<file path="src/source/adc_cfg_pkg.sv">
package adc_cfg_pkg;

  // serial word layout, address in the top bits
  localparam int ADDR_W  = 3;
  localparam int DATA_W  = 16;
  localparam int FRAME_W = ADDR_W + DATA_W;

  // one serial clock period is 2**SCLK_DIV_W clk cycles
  localparam int SCLK_DIV_W = 3;
  localparam int BIT_CNT_W  = 5;  // counts the 19 data periods
  localparam logic [BIT_CNT_W-1:0] LAST_BIT = BIT_CNT_W'(FRAME_W - 1);

  // mode pin settle countdown, mode rises below half range
  localparam int SETTLE_W = 6;

  // boot configuration words, both go to address 0
  localparam logic [ADDR_W-1:0] BOOT_ADDR        = '0;
  localparam logic [DATA_W-1:0] BOOT_WORD_SINGLE = 16'h7cbc;
  localparam logic [DATA_W-1:0] BOOT_WORD_ILV    = 16'h7c2c;

  // clock manager reset stretch after ddrb falls
  localparam int DCM_EXT_LEN = 5;

  // serial transmitter frame states
  localparam int TX_STATE_W = 3;
  localparam logic [TX_STATE_W-1:0] TX_IDLE   = 3'd0;  // nothing to send
  localparam logic [TX_STATE_W-1:0] TX_WAIT   = 3'd1;  // align to sclk falling edge
  localparam logic [TX_STATE_W-1:0] TX_STRB0  = 3'd2;  // strobe still high
  localparam logic [TX_STATE_W-1:0] TX_DATA   = 3'd3;  // 19 bit periods
  localparam logic [TX_STATE_W-1:0] TX_COMMIT = 3'd4;  // commit period
  localparam logic [TX_STATE_W-1:0] TX_STRB1  = 3'd5;  // strobe back high
  localparam logic [TX_STATE_W-1:0] TX_SWAIT  = 3'd6;  // gap before idle

  // boot sequencer states
  localparam int BOOT_STATE_W = 3;
  localparam logic [BOOT_STATE_W-1:0] BOOT_MODE_CLR = 3'd0;
  localparam logic [BOOT_STATE_W-1:0] BOOT_MODE_SET = 3'd1;
  localparam logic [BOOT_STATE_W-1:0] BOOT_LOAD     = 3'd2;
  localparam logic [BOOT_STATE_W-1:0] BOOT_WAIT     = 3'd3;
  localparam logic [BOOT_STATE_W-1:0] BOOT_RESET    = 3'd4;
  localparam logic [BOOT_STATE_W-1:0] BOOT_DONE     = 3'd5;

endpackage

</file>
<file path="src/source/three_wire_tx.sv">
`timescale 1ns/100ps

module three_wire_tx (
  input  logic                             clk,
  input  logic                             rst,
  input  logic                             start_i,
  input  logic [adc_cfg_pkg::FRAME_W-1:0]  word_i,
  output logic                             busy_o,
  output logic                             sclk_o,
  output logic                             strb_o,
  output logic                             sdata_o
);

  logic [adc_cfg_pkg::SCLK_DIV_W-1:0] div_cnt;
  logic                               div_wrap;
  logic [adc_cfg_pkg::TX_STATE_W-1:0] state;
  logic [adc_cfg_pkg::BIT_CNT_W-1:0]  bit_cnt;
  logic [adc_cfg_pkg::FRAME_W-1:0]    shift_reg;
  logic                               clk_active;

  // free running divider, wraps on its own
  always_ff @(posedge clk) begin
    if (rst) begin
      div_cnt <= '0;
    end else begin
      div_cnt <= div_cnt + 1'b1;
    end
  end

  assign div_wrap = &div_cnt;  // last cycle before sclk falls

  always_ff @(posedge clk) begin
    if (rst) begin
      state     <= adc_cfg_pkg::TX_IDLE;
      bit_cnt   <= '0;
      shift_reg <= '0;  // keeps sdata low out of reset
    end else begin
      if (start_i && state == adc_cfg_pkg::TX_IDLE) begin
        shift_reg <= word_i;  // msb goes out first
        bit_cnt   <= '0;
        state     <= adc_cfg_pkg::TX_WAIT;
      end
      if (div_wrap) begin
        case (state)
          adc_cfg_pkg::TX_WAIT: begin
            state <= adc_cfg_pkg::TX_STRB0;
          end
          adc_cfg_pkg::TX_STRB0: begin
            state <= adc_cfg_pkg::TX_DATA;
          end
          adc_cfg_pkg::TX_DATA: begin
            shift_reg <= {shift_reg[adc_cfg_pkg::FRAME_W-2:0], 1'b0};
            bit_cnt   <= bit_cnt + 1'b1;
            if (bit_cnt == adc_cfg_pkg::LAST_BIT) begin
              state <= adc_cfg_pkg::TX_COMMIT;
            end
          end
          adc_cfg_pkg::TX_COMMIT: begin
            state <= adc_cfg_pkg::TX_STRB1;
          end
          adc_cfg_pkg::TX_STRB1: begin
            state <= adc_cfg_pkg::TX_SWAIT;
          end
          adc_cfg_pkg::TX_SWAIT: begin
            state <= adc_cfg_pkg::TX_IDLE;
          end
          default: begin
          end
        endcase
      end
    end
  end

  assign clk_active = (state != adc_cfg_pkg::TX_IDLE) && (state != adc_cfg_pkg::TX_WAIT);

  assign busy_o  = state != adc_cfg_pkg::TX_IDLE;
  assign sclk_o  = clk_active ? div_cnt[adc_cfg_pkg::SCLK_DIV_W-1] : 1'b0;
  assign strb_o  = !(state == adc_cfg_pkg::TX_DATA || state == adc_cfg_pkg::TX_COMMIT);
  assign sdata_o = shift_reg[adc_cfg_pkg::FRAME_W-1];

endmodule

</file>
<file path="src/source/adc_boot_seq.sv">
`timescale 1ns/100ps

module adc_boot_seq #(
  parameter bit INTERLEAVED = 1'b0
) (
  input  logic                            clk,
  input  logic                            rst,
  input  logic                            tx_busy_i,
  output logic                            start_o,
  output logic [adc_cfg_pkg::ADDR_W-1:0]  addr_o,
  output logic [adc_cfg_pkg::DATA_W-1:0]  data_o,
  output logic                            mode_o,
  output logic                            ddrb_o,
  output logic                            done_o
);

  logic [adc_cfg_pkg::BOOT_STATE_W-1:0] state;
  logic [adc_cfg_pkg::SETTLE_W-1:0]     settle_cnt;

  // the mode line is heavily loaded, so the settle time is long in hardware
  always_ff @(posedge clk) begin
    if (rst) begin
      state      <= adc_cfg_pkg::BOOT_MODE_CLR;
      settle_cnt <= '1;
    end else begin
      case (state)
        adc_cfg_pkg::BOOT_MODE_CLR: begin
          if (settle_cnt == '0) begin
            state <= adc_cfg_pkg::BOOT_MODE_SET;
          end else begin
            settle_cnt <= settle_cnt - 1'b1;
          end
        end
        adc_cfg_pkg::BOOT_MODE_SET: begin
          state <= adc_cfg_pkg::BOOT_LOAD;
        end
        adc_cfg_pkg::BOOT_LOAD: begin
          state <= adc_cfg_pkg::BOOT_WAIT;  // tx picks the word up here
        end
        adc_cfg_pkg::BOOT_WAIT: begin
          if (!tx_busy_i) begin
            state <= adc_cfg_pkg::BOOT_RESET;
          end
        end
        adc_cfg_pkg::BOOT_RESET: begin
          state <= adc_cfg_pkg::BOOT_DONE;
        end
        default: begin
        end
      endcase
    end
  end

  // mode rises once the countdown drops below half range
  assign mode_o  = !settle_cnt[adc_cfg_pkg::SETTLE_W-1];
  assign start_o = state == adc_cfg_pkg::BOOT_LOAD;
  assign ddrb_o  = state == adc_cfg_pkg::BOOT_RESET;  // single cycle pulse
  assign done_o  = state == adc_cfg_pkg::BOOT_DONE;
  assign addr_o  = adc_cfg_pkg::BOOT_ADDR;
  assign data_o  = INTERLEAVED ? adc_cfg_pkg::BOOT_WORD_ILV : adc_cfg_pkg::BOOT_WORD_SINGLE;

endmodule

</file>
<file path="src/source/adc_cfg_arbiter.sv">
`timescale 1ns/100ps

module adc_cfg_arbiter (
  input  logic                             clk,
  input  logic                             rst,
  input  logic                             boot_done_i,
  input  logic                             host_sel_i,
  input  logic                             host_wr_i,
  input  logic [adc_cfg_pkg::ADDR_W-1:0]   host_addr_i,
  input  logic [adc_cfg_pkg::DATA_W-1:0]   host_data_i,
  input  logic                             host_mode_i,
  input  logic                             host_ddrb_i,
  input  logic                             boot_start_i,
  input  logic [adc_cfg_pkg::ADDR_W-1:0]   boot_addr_i,
  input  logic [adc_cfg_pkg::DATA_W-1:0]   boot_data_i,
  input  logic                             boot_mode_i,
  input  logic                             boot_ddrb_i,
  input  logic                             tx_busy_i,
  output logic                             tx_start_o,
  output logic [adc_cfg_pkg::FRAME_W-1:0]  tx_word_o,
  output logic                             mode_o,
  output logic                             ddrb_o,
  output logic                             credit_o
);

  logic host_ctl;
  logic host_xfer;  // running transfer belongs to the host
  logic busy_q;

  assign host_ctl = host_sel_i && boot_done_i;  // host only after boot

  assign mode_o     = host_ctl ? host_mode_i : boot_mode_i;
  assign ddrb_o     = host_ctl ? host_ddrb_i : boot_ddrb_i;
  assign tx_start_o = (host_ctl ? host_wr_i : boot_start_i) && !tx_busy_i;
  assign tx_word_o  = host_ctl ? {host_addr_i, host_data_i} : {boot_addr_i, boot_data_i};

  // credit goes back one cycle after the frame has fully ended
  always_ff @(posedge clk) begin
    if (rst) begin
      host_xfer <= 1'b0;
      busy_q    <= 1'b0;
      credit_o  <= 1'b0;
    end else begin
      busy_q   <= tx_busy_i;
      credit_o <= host_xfer && busy_q && !tx_busy_i;
      if (tx_start_o) begin
        host_xfer <= host_ctl;
      end else if (busy_q && !tx_busy_i) begin
        host_xfer <= 1'b0;
      end
    end
  end

endmodule

</file>
<file path="src/source/ddrb_pulse_ext.sv">
`timescale 1ns/100ps

module ddrb_pulse_ext (
  input  logic clk,
  input  logic rst,
  input  logic ddrb_i,
  output logic ddrb_o,
  output logic dcm_reset_o
);

  logic [adc_cfg_pkg::DCM_EXT_LEN-1:0] ext_sr;

  always_ff @(posedge clk) begin
    if (rst) begin
      ddrb_o <= 1'b0;
      ext_sr <= '0;
    end else begin
      ddrb_o <= ddrb_i;  // meant to sit in the io register
      if (ddrb_i) begin
        ext_sr <= '1;  // refill while ddrb is high
      end else begin
        ext_sr <= {ext_sr[adc_cfg_pkg::DCM_EXT_LEN-2:0], 1'b0};
      end
    end
  end

  assign dcm_reset_o = ext_sr[adc_cfg_pkg::DCM_EXT_LEN-1];

endmodule

</file>
<file path="src/source/adc_cfg_top.sv">
`timescale 1ns/100ps

module adc_cfg_top #(
  parameter bit INTERLEAVED = 1'b0
) (
  input  logic                            clk,
  input  logic                            rst,
  input  logic                            host_sel_i,
  input  logic                            host_wr_i,
  input  logic [adc_cfg_pkg::ADDR_W-1:0]  host_addr_i,
  input  logic [adc_cfg_pkg::DATA_W-1:0]  host_data_i,
  input  logic                            host_mode_i,
  input  logic                            host_ddrb_i,
  output logic                            credit_o,
  output logic                            boot_done_o,
  output logic                            mode_o,
  output logic                            ddrb_o,
  output logic                            dcm_reset_o,
  output logic                            ctrl_clk_o,
  output logic                            ctrl_strb_o,
  output logic                            ctrl_data_o
);

  logic                           boot_start;
  logic [adc_cfg_pkg::ADDR_W-1:0] boot_addr;
  logic [adc_cfg_pkg::DATA_W-1:0] boot_data;
  logic                           boot_mode;
  logic                           boot_ddrb;
  logic                           tx_busy;
  logic                           tx_start;
  logic [adc_cfg_pkg::FRAME_W-1:0] tx_word;
  logic                           ddrb_int;  // muxed ddrb before the pad register

  adc_boot_seq #(
    .INTERLEAVED (INTERLEAVED)
  ) i_adc_boot_seq (
    .clk       (clk),
    .rst       (rst),
    .tx_busy_i (tx_busy),
    .start_o   (boot_start),
    .addr_o    (boot_addr),
    .data_o    (boot_data),
    .mode_o    (boot_mode),
    .ddrb_o    (boot_ddrb),
    .done_o    (boot_done_o)
  );

  adc_cfg_arbiter i_adc_cfg_arbiter (
    .clk          (clk),
    .rst          (rst),
    .boot_done_i  (boot_done_o),
    .host_sel_i   (host_sel_i),
    .host_wr_i    (host_wr_i),
    .host_addr_i  (host_addr_i),
    .host_data_i  (host_data_i),
    .host_mode_i  (host_mode_i),
    .host_ddrb_i  (host_ddrb_i),
    .boot_start_i (boot_start),
    .boot_addr_i  (boot_addr),
    .boot_data_i  (boot_data),
    .boot_mode_i  (boot_mode),
    .boot_ddrb_i  (boot_ddrb),
    .tx_busy_i    (tx_busy),
    .tx_start_o   (tx_start),
    .tx_word_o    (tx_word),
    .mode_o       (mode_o),
    .ddrb_o       (ddrb_int),
    .credit_o     (credit_o)
  );

  three_wire_tx i_three_wire_tx (
    .clk     (clk),
    .rst     (rst),
    .start_i (tx_start),
    .word_i  (tx_word),
    .busy_o  (tx_busy),
    .sclk_o  (ctrl_clk_o),
    .strb_o  (ctrl_strb_o),
    .sdata_o (ctrl_data_o)
  );

  ddrb_pulse_ext i_ddrb_pulse_ext (
    .clk         (clk),
    .rst         (rst),
    .ddrb_i      (ddrb_int),
    .ddrb_o      (ddrb_o),
    .dcm_reset_o (dcm_reset_o)
  );

endmodule

</file>
<file path="config.mk">
export PLATFORM = sky130hd
export DESIGN_NAME = adc_cfg_top
export DESIGN_NICKNAME = d
export VERILOG_FILES = /design/src/source/adc_cfg_pkg.sv /design/src/source/three_wire_tx.sv /design/src/source/adc_boot_seq.sv /design/src/source/adc_cfg_arbiter.sv /design/src/source/ddrb_pulse_ext.sv /design/src/source/adc_cfg_top.sv
export SDC_FILE = /design/constraint.sdc
export NUM_CORES = 1
export LEC_CHECK = 0
export ABC_AREA = 1
export BUFFER_PORTS_ARGS = -buffer_cell sky130_fd_sc_hd__buf_2
export CORE_ASPECT_RATIO = 1.4
export CORE_UTILIZATION = 50
export CTS_BUF_LIST = sky130_fd_sc_hd__clkbuf_16
export DETAILED_ROUTE_END_ITERATION = 7
export GPL_TIMING_DRIVEN = 0
export PLACE_DENSITY = 0.76
export SLEW_MARGIN = 25
export SYNTH_ARGS = -nofsm -noshare
export SYNTH_HDL_FRONTEND = slang
export SYNTH_SLANG_ARGS = --single-unit
</file>
<file path="constraint.sdc">
create_clock -name clk -period 2.78 [get_ports clk]
set_input_delay 0 -clock clk [delete_from_list [all_inputs] [get_ports clk]]
set_output_delay 0 -clock clk [all_outputs]
set_load 0.005 [all_outputs]
</file>
* Word level (Yosys, flattened, before mapping)
Index checks and enable logic that the tools add are counted.
** Storage, ports and cells
- Bits in registers :: 48
- Latch bits :: 0
- Bits in writable memories :: 0
- Bits in read-only memories :: 0
- Input port bits :: 25
- Output and inout port bits :: 8
- Word-level logic and storage cells :: 71
- Memories kept :: 0
** Cells by class
- $add $sub $neg :: 3
- $mul :: 0
- Div/mod/pow operators :: 0
- Magnitude comparators :: 0
- Equality and inequality tests :: 15
- Shift operators :: 0
- Multiplexer cells :: 21
- Bitwise gates (word level) :: 1
- Reduce and logical (&&, ||, !) cells :: 20
** Operators with widths (count)
- 19-bit two-way mux :: 4
- 5-bit two-way mux :: 4
- 3-bit one-hot mux with 6 select lines :: 1
- 3-bit equality test, second input constant :: 5
- 3-bit two-way mux :: 5
- 3-bit one-hot mux with 5 select lines :: 1
- 3-bit by 2-bit equality test with 1-bit output, second input constant :: 4
- 1-bit logical AND :: 7
- 3-bit by 1-bit equality test with 1-bit output, second input constant :: 2
- 3-bit zero test :: 2
- 6-bit zero test :: 1
- 1-bit two-way mux :: 6
- 3-bit AND reduction :: 2
- 6-bit by 1-bit subtractor with 6-bit output, second input constant :: 1
- 5-bit by 1-bit adder with 5-bit output, second input constant :: 1
- 5-bit equality test, second input constant :: 1
- 5-bit nonzero test :: 1
- 3-bit by 1-bit adder with 3-bit output, second input constant :: 1
- 1-bit zero test :: 3
- 3-bit by 1-bit inequality test with 1-bit output, second input constant :: 1
- 3-bit nonzero test :: 1
- 2-bit by 1-bit inequality test with 1-bit output, second input constant :: 1
- 2-bit inequality test, second input constant :: 1
- 2-bit AND reduction :: 1
- 3 further kinds :: 3

* Depth between registers and ports, before layout
Gate-level depths: netlist (run 1).
- Depth in word-level cells :: 9
- Gate-level depth with buffers :: 10

* By module
From an unflattened synthesis (run 1), not the netlist that was laid out.
** Second synthesis, totals
- Cell total of the unflattened synthesis :: 491
- Area total of the unflattened synthesis :: 3064.2 sq um
** Modules (own cells, without submodules)
- three_wire_tx :: instances 1, cells each 296, area an instance 1860.5 sq um, seq. area each 600.6 sq um
- adc_boot_seq :: instances 1, cells each 93, area an instance 653.1 sq um, seq. area each 180.2 sq um
- adc_cfg_arbiter :: instances 1, cells each 86, area an instance 401.6 sq um, seq. area each 60.1 sq um
- ddrb_pulse_ext :: instances 1, cells each 16, area an instance 148.9 sq um, seq. area each 100.1 sq um

* Worst setup path before layout (run 1)
OpenSTA, ideal clock, no wires.
- Path kind :: flip-flop to flip-flop
- Start :: register i_three_wire_tx.div_cnt[0] (netlist name)
- End :: register i_three_wire_tx.shift_reg[10] (netlist name)
- Library setup time :: 0.109 ns
- Arrival :: 1.422 ns
- Setup slack :: 1.249 ns
- Stages on the path, launching flop included :: 11
- Buffers on the path :: 1
- Clock period less this slack :: 1.531 ns
- Cells stage by stage :: dfxtp_1 > ha_1 > ha_1 > inv_1 > nor3_4 > inv_2 > buf_2 > nor2_1 > nor2_1 > nand2_1 > inv_1
** On the way
- Longest elaborated chain between the ends :: 2
** Ends and longest elaborated chain
- from (decl) :: RTL line three_wire_tx.sv:14 : logic [adc_cfg_pkg::SCLK_DIV_W-1:0] div_cnt;
- from (signal assigned) :: RTL line three_wire_tx.sv:26 : div_cnt <= div_cnt + 1'b1;
- 3-bit AND reduction :: RTL line three_wire_tx.sv:30 : assign div_wrap = &div_cnt;
- 19-bit two-way mux :: RTL line three_wire_tx.sv:43 : if (div_wrap) begin
- to (signal assigned) :: RTL line three_wire_tx.sv:39 : shift_reg <= word_i;
- to (signal assigned) :: RTL line three_wire_tx.sv:52 : shift_reg <= {shift_reg[adc_cfg_pkg::FRAME_W-2:0], 1'b0};
- to (decl) :: RTL line three_wire_tx.sv:18 : logic [adc_cfg_pkg::FRAME_W-1:0] shift_reg;
Every way passes these cells.
A chain may end at the register's enable or synchronous reset.

* Worst setup path in the final report (run 1)
- Start :: register i_three_wire_tx.div_cnt[0] (netlist name)
- End :: register i_three_wire_tx.shift_reg[12] (netlist name)
The elaborated chain is that of the path after synthesis.

==> results.py, run 1 <==
metrics = {
    "pwr": {
        "switchingPower_mw": 0.722,
        "power_frac_comb_pct": 28.9,
        "pwr-share-clk_pct": 31.4,
        "ir_worst_vdd_mv": 0.392,
        "p_per_area_mw_per_mm2": 732,
        "cellLeakagePower_nw": 1.57,
        "seq_power_share_pct": 39.7,
        "p_sw_share_pct": 33.6,
        "intPower_mw": 1.43,
    },
    "cells_and_area": {
        "multi_input_area_mm2": 0.00126,
        "diodes": 0,
        "nets": 448,
        "fillers": 467,
        "postLayoutCoreUtil_pct": 60.6,
        "fin_area_mm2": 0.00294,
        "regArea_um2": 941,
        "largest_reg_flops": 19,
        "drive_gt1_share_pct": 16.2,
        "syn_to_final_growth_pct": 16.4,
    },
    "min_path": {
        "holdCritStartpoint": "rst",
        "hp-class": "input port to flop",
        "hold_depth": 4,
        "hold_end": "i_three_wire_tx.bit_cnt[3]",
    },
    "placed_design": {
        "place_area_mm2": 0.00276,
        "hpwl_mm": 3.95,
        "port_buffers": 32,
        "place_congestion": 0.808,
    },
    "detailed_routing": {
        "drc": 0,
        "drt-wirelength-per-cell_um": 11.2,
        "ant_nets": 0,
        "firstDrtPassIters": 5,
        "vias_per_cell": 4.97,
        "drt_wl_total_mm": 5.39,
        "first_iter_violations": 120,
        "num_vias": 2401,
    },
    "clocking": {
        "clock-sinks": 47,
        "numCtsBuffers": 5,
        "clk_latency_ns": 0.29,
        "clk_pin_slew_ns": 0.06,
        "htree_levels": 2,
        "postCtsSetupRepairBufs": 0,
        "tritoncts": "done",
        "cts_resized": 0,
        "clock-root-buffer": "clkbuf_16",
        "hold_buffers": 1,
        "clockBufferDepth": 2,
    },
    "setup_path": {
        "r2r_cells": 10,
        "reg2reg_slack_ns": 0.97,
        "path_buf_inv": 4,
        "critPathMaxStageDelay_ns": 0.33,
        "cp_max_fo": 10,
        "worstSetupStartpointType": "flop",
        "r2r-end": "i_three_wire_tx.shift_reg[12]",
        "critPathSlowestCell": "dfxtp_1",
        "critPathArrivalTime_ns": 2.00,
        "path_cells": "ha_1 -> ha_1 -> inv_1 -> nor3_4 -> inv_2 -> buf_2 -> nor2_1 -> nor2_1 -> nand2_1 -> inv_1",
        "cp_top_family": "simple AND/OR/NAND/NOR gates",
        "required_ns": 2.97,
        "cp-end-kind": "flop",
        "criticalPathCategory": "flop to flop",
        "r2r_start": "i_three_wire_tx.div_cnt[0]",
    },
    "timing": {
        "hold_slack_ns": 0.0373,
        "setup_viol": 0,
        "setup-tns-final_ns": 0,
        "max_slew_margin_pct": 65.0,
        "timing.fmax_mhz": 553,
        "hold_viol_final": 0,
        "maxSlewViolCount": 0,
        "worstMarginPinSlew_ns": 0.525,
        "rsz0062_at_grt": "no",
        "fin_crit_sh_pct": 65.0,
        "fin_skew_ns": 0.00340,
        "fin_crit_ns": 1.81,
    },
    "global_route": {
        "grt_pass1_vias": 2297,
        "antenna_found_initial": 0,
        "grt_overflow": 0,
        "grt_first_pass_wirelength_mm": 9.27,
        "track_usage_pct": 22.9,
        "grt_max_degree": 15,
    },
    "floorplanning": {
        "std_cell_rows": 30,
        "die_w_um": 62.0,
        "die_y_um": 86.0,
        "die-area_mm2": 0.00534,
        "start_util_pct": 52.1,
        "core_mm2": 0.00484,
        "ios": 33,
    },
    "synthesis": {
        "synth_area_mm2": 0.00252,
        "seq_area_frac_synth_pct": 37.3,
        "synth.avg_cell_area_um2": 6.67,
        "synth_ff_type": "dfxtp_1",
        "async_flop_share_pct": 0,
        "synth.distinct_cells": 33,
        "synthCells": 378,
        "synth_area_leaders": "dfxtp_1 37%, nand2_1 15%, nand3_1 8.9%, inv_1 8.5%, nor2_1 8.0%",
        "yosysTopAreaCellShare_pct": 37.3,
        "synth_edf_count": 0,
        "ys_ff_latch": 47,
        "synth_common_cells": "102 x nand2_1, 57 x inv_1, 54 x nor2_1",
        "syn_nets": 408,
        "synth.most_common_cell": "nand2_1",
        "synth_top_area_cell": "dfxtp_1",
        "ys_warn_count": 0,
    },
    "run_status": {
        "status": "finished clean",
    },
    "flow_run": {
        "cap_violations": 0,
    },
}
power groups by stage:
stage               clock network (mW)  logic, mW  registers [mW]
floorplan                            0      0.486           0.852
global placement                     0      0.595           0.863
detailed placement                   0      0.616           0.867
CTS                              0.680      0.624           0.853
global route                     0.704      0.704           0.866
finish                           0.674      0.622           0.854
worst max path at each step:
| stage | from | end | cells after the start |
|---|---|---|---|
| 2_1_floorplan | i_three_wire_tx.div_cnt[0] | i_three_wire_tx.shift_reg[10] | 10 |
| 3_3_place_gp | i_three_wire_tx.div_cnt[0] | i_three_wire_tx.shift_reg[7] | 10 |
| 3_5_place_dp | i_three_wire_tx.div_cnt[0] | i_three_wire_tx.shift_reg[7] | 10 |
| 4_1_cts | i_three_wire_tx.div_cnt[0] | i_three_wire_tx.shift_reg[7] | 10 |
| 5_1_grt | i_three_wire_tx.div_cnt[0] | i_three_wire_tx.shift_reg[10] | 10 |
| 6_report | i_three_wire_tx.div_cnt[0] | i_three_wire_tx.shift_reg[12] | 10 |
logic make-up after synthesis:
group | after synthesis | synth area share [%]
AOI/OAI and AO/OA | 32 | 7.34
and+or+nand+nor | 219 | 39.9
buffers and inverters | 74 | 12.6
adders and majority gates | 5 | 2.48
DFF | 47 | 37.3
xor gates and xnor gates | 1 | 0.347
placed cells by master (no fill, tap or decap), types with 2 or more instances in the layout:
| master | synthesis | routed |
|---|---|---|
| nand4_1 | 2 | 2 |
| nand3_2 | 5 | 5 |
| nand2_1 | 102 | 102 |
| dfxtp_1 | 47 | 47 |
| nor3_4 | 2 | 2 |
| nand3_1 | 45 | 45 |
| buf_2 | 6 | 38 |
| a21oi_2 | 2 | 2 |
| clkbuf_1 | 4 | 4 |
| nor2_1 | 54 | 54 |
| inv_1 | 57 | 57 |
| o21ai_0 | 8 | 8 |
| clkbuf_16 | 0 | 5 |
| ha_1 | 5 | 5 |
| a21oi_1 | 14 | 14 |
| nand2_4 | 2 | 2 |
| clkinv_1 | 1 | 2 |
| o211ai_1 | 3 | 3 |
| buf_6 | 4 | 4 |
stage by stage:
| step | instances | power (mW) | worst slack [ns] |
|---|---|---|---|
| floorplan | 378 | 1.34 | 1.25 |
| global placement | 474 | 1.46 | 1.01 |
| detailed placement | 474 | 1.48 | 0.986 |
| CTS | 483 | 2.16 | 0.967 |
| global route | 483 | 2.27 | 0.782 |
| finish | 483 | 2.15 | 0.973 |
routing by layer:
layer / vias up / GRT usage, % / wire length, µm
li1: 1251 / - / -
met1: 1095 / 24.7 / 2370
met2: 48 / 42.2 / 2740
met3: 7 / 4.98 / 202
met4: 0 / 7.27 / 77
met5: - / 0 / 0
worst register-to-register path, cell delays in order (launching register included):
cell and delay, ns:
dfxtp_1 0.33, ha_1 0.15, ha_1 0.18, inv_1 0.09, nor3_4 0.29, inv_2 0.15, buf_2 0.23, nor2_1 0.11
nor2_1 0.05, nand2_1 0.09, inv_1 0.04
area by class of cell:
type | count | area share (%)
multi-input cells | 257 | 43.0
inverters | 59 | 7.54
well taps | 64 | 2.73
flip-flops and latches | 47 | 32.0
plain buffers | 15 | 3.32
clock buffers | 5 | 4.26
clock inverters | 3 | 1.32
repair buffers | 33 | 5.79
Note: power is estimated with default switching activity, not from simulation.
==> run 2, diff against run 1 <==
Clock period 2.78 ns to 1.76 ns, I/O delays scaled along.
==> run 2 against run 1 <==
Flip-flop and latch count stayed put. Sequential share of layout area is 0.16 points lower. Clock-buffer cell count stayed put. Via count is 1.5% higher.
==> results.py, run 2 (synthesis gave the netlist of run 1 again) <==
metrics = {
    "detailed_routing": {
        "first_iter_violations": 116,
        "drc": 0,
        "drt_wl_total_mm": 5.44,
        "num_vias": 2436,
        "vias_per_cell": 5.03,
        "ant_nets": 0,
        "firstDrtPassIters": 4,
        "drt-wirelength-per-cell_um": 11.2,
    },
    "floorplanning": {
        "ios": 33,
        "std_cell_rows": 30,
        "die-area_mm2": 0.00534,
        "die_w_um": 62.0,
        "core_mm2": 0.00484,
        "die_y_um": 86.0,
        "start_util_pct": 52.1,
    },
    "clocking": {
        "tritoncts": "done",
        "clk_latency_ns": 0.29,
        "clock-root-buffer": "clkbuf_16",
        "htree_levels": 2,
        "clockBufferDepth": 2,
        "clk_pin_slew_ns": 0.06,
        "clock-sinks": 47,
        "numCtsBuffers": 5,
    },
    "global_route": {
        "track_usage_pct": 23.0,
        "grt_max_degree": 15,
        "grt_first_pass_wirelength_mm": 9.31,
        "grt_pass1_vias": 2290,
        "grt_overflow": 0,
        "antenna_found_initial": 0,
    },
    "flow_run": {
        "cap_violations": 0,
    },
    "timing": {
        "max_slew_margin_pct": 63.5,
        "hold_viol_final": 0,
        "worstMarginPinSlew_ns": 0.548,
        "fin_crit_ns": 1.61,
        "timing.fmax_mhz": 623,
        "setup_viol": 0,
        "rsz0062_at_grt": "yes",
        "fin_skew_ns": 0.00339,
        "maxSlewViolCount": 0,
        "fin_crit_sh_pct": 91.2,
    },
    "min_path": {
        "holdCritStartpoint": "rst",
        "hp-class": "input port to flop",
        "hold_depth": 4,
    },
    "pwr": {
        "p_per_area_mw_per_mm2": 1150,
        "finalPower_mw": 3.40,
        "cellLeakagePower_nw": 1.57,
        "ir_worst_vdd_mv": 0.618,
    },
    "setup_path": {
        "cp-end-kind": "output port",
        "r2r_cells": 10,
        "worstSetupStartpointType": "flop",
        "criticalPathCategory": "flop to output port",
        "r2r_start": "i_three_wire_tx.div_cnt[0]",
        "required_ns": 1.76,
        "crit_start": "i_adc_boot_seq.state[0]",
        "critPathArrivalTime_ns": 1.61,
        "cp_max_fo": 10,
    },
    "run_status": {
        "status": "finished clean",
    },
    "placed_design": {
        "port_buffers": 32,
        "hpwl_mm": 3.95,
        "place_area_mm2": 0.00276,
        "place_congestion": 0.808,
    },
    "cells_and_area": {
        "syn_to_final_growth_pct": 17.0,
        "fin_area_mm2": 0.00295,
        "diodes": 0,
        "nets": 449,
        "largest_reg_flops": 19,
        "final_common_cell": "nand2_1",
        "mostFrequentLayoutCells": "101 x nand2_1, 56 x inv_1, 54 x nor2_1",
        "drive_gt1_share_pct": 16.9,
    },
}
run 2: cell types whose count changed in the layout (fill, tap and decap cells not counted), sizes merged:
| cell | change |
|---|---|
| buf | +1 |
run 2: repair_timing:
item,4_1_cts,5_1_grt
resized for setup,0,5
hold endpoints to repair,1,0
pin swaps,1,0
hold buffers,1,0
buffers inserted,1,0
cloned,0,0
setup endpoints to repair,14,9
run 2: area by class of cell:
cell class,count,area (µm²)
Sequential cell,47,941
Clock inverter,3,38.8
Buffer,15,100
Multi-Input combinational cell,257,1260
Tap cell,64,80.1
Clock buffer,5,125
Fill cell,461,1890
Inverter,59,224
Timing Repair Buffer,34,178
run 2: critical path: stages, from the launching register on:
cell     delay (ns)
dfxtp_1        0.53
nand2_4        0.11
nor3_4         0.24
buf_6          0.20
nand2_1        0.05
o21ai_0        0.06
buf_2          0.13
run 2: power by group:
group | switching (mW) | internal (mW)
Combinational | 0.631 | 0.357
Sequential | 0.113 | 1.24
Clock | 0.402 | 0.663
Total | 1.15 | 2.26
run 2: path summary, 6_finish.rpt:
| kind | endpoint | slack, ns |
|---|---|---|
| max | mode_o | 0.15 |
| min | i_three_wire_tx.bit_cnt[3] | 0.03 |
| max reg2reg | i_three_wire_tx.shift_reg[12] | 0.17 |
| min reg2reg | i_three_wire_tx.div_cnt[0] | 0.42 |
run 2: metrics by stage:
stage	cells	setup WS, ns	utilization [%]	setup TNS (ns)	hold WS (ns)
global route	484	-0.00491	61.0	-0.00491	0.0588
global placement	474	-0.00994	57.1	-0.0190	0.267
CTS	484	0.133	60.8	0	0.0394
floorplan	378	0.229	-	0	0.108
detailed placement	474	-0.0338	57.1	-0.194	0.278
finish	484	0.154	61.0	0	0.0328
run 2: per-layer routing:
layer	share of wire, %	vias to the layer above	global-route usage [%]
met5	0	-	0
met4	1.4	0	6.87
met3	4.9	8	4.98
met2	50	66	42.4
met1	44	1107	24.9
li1	-	1255	-
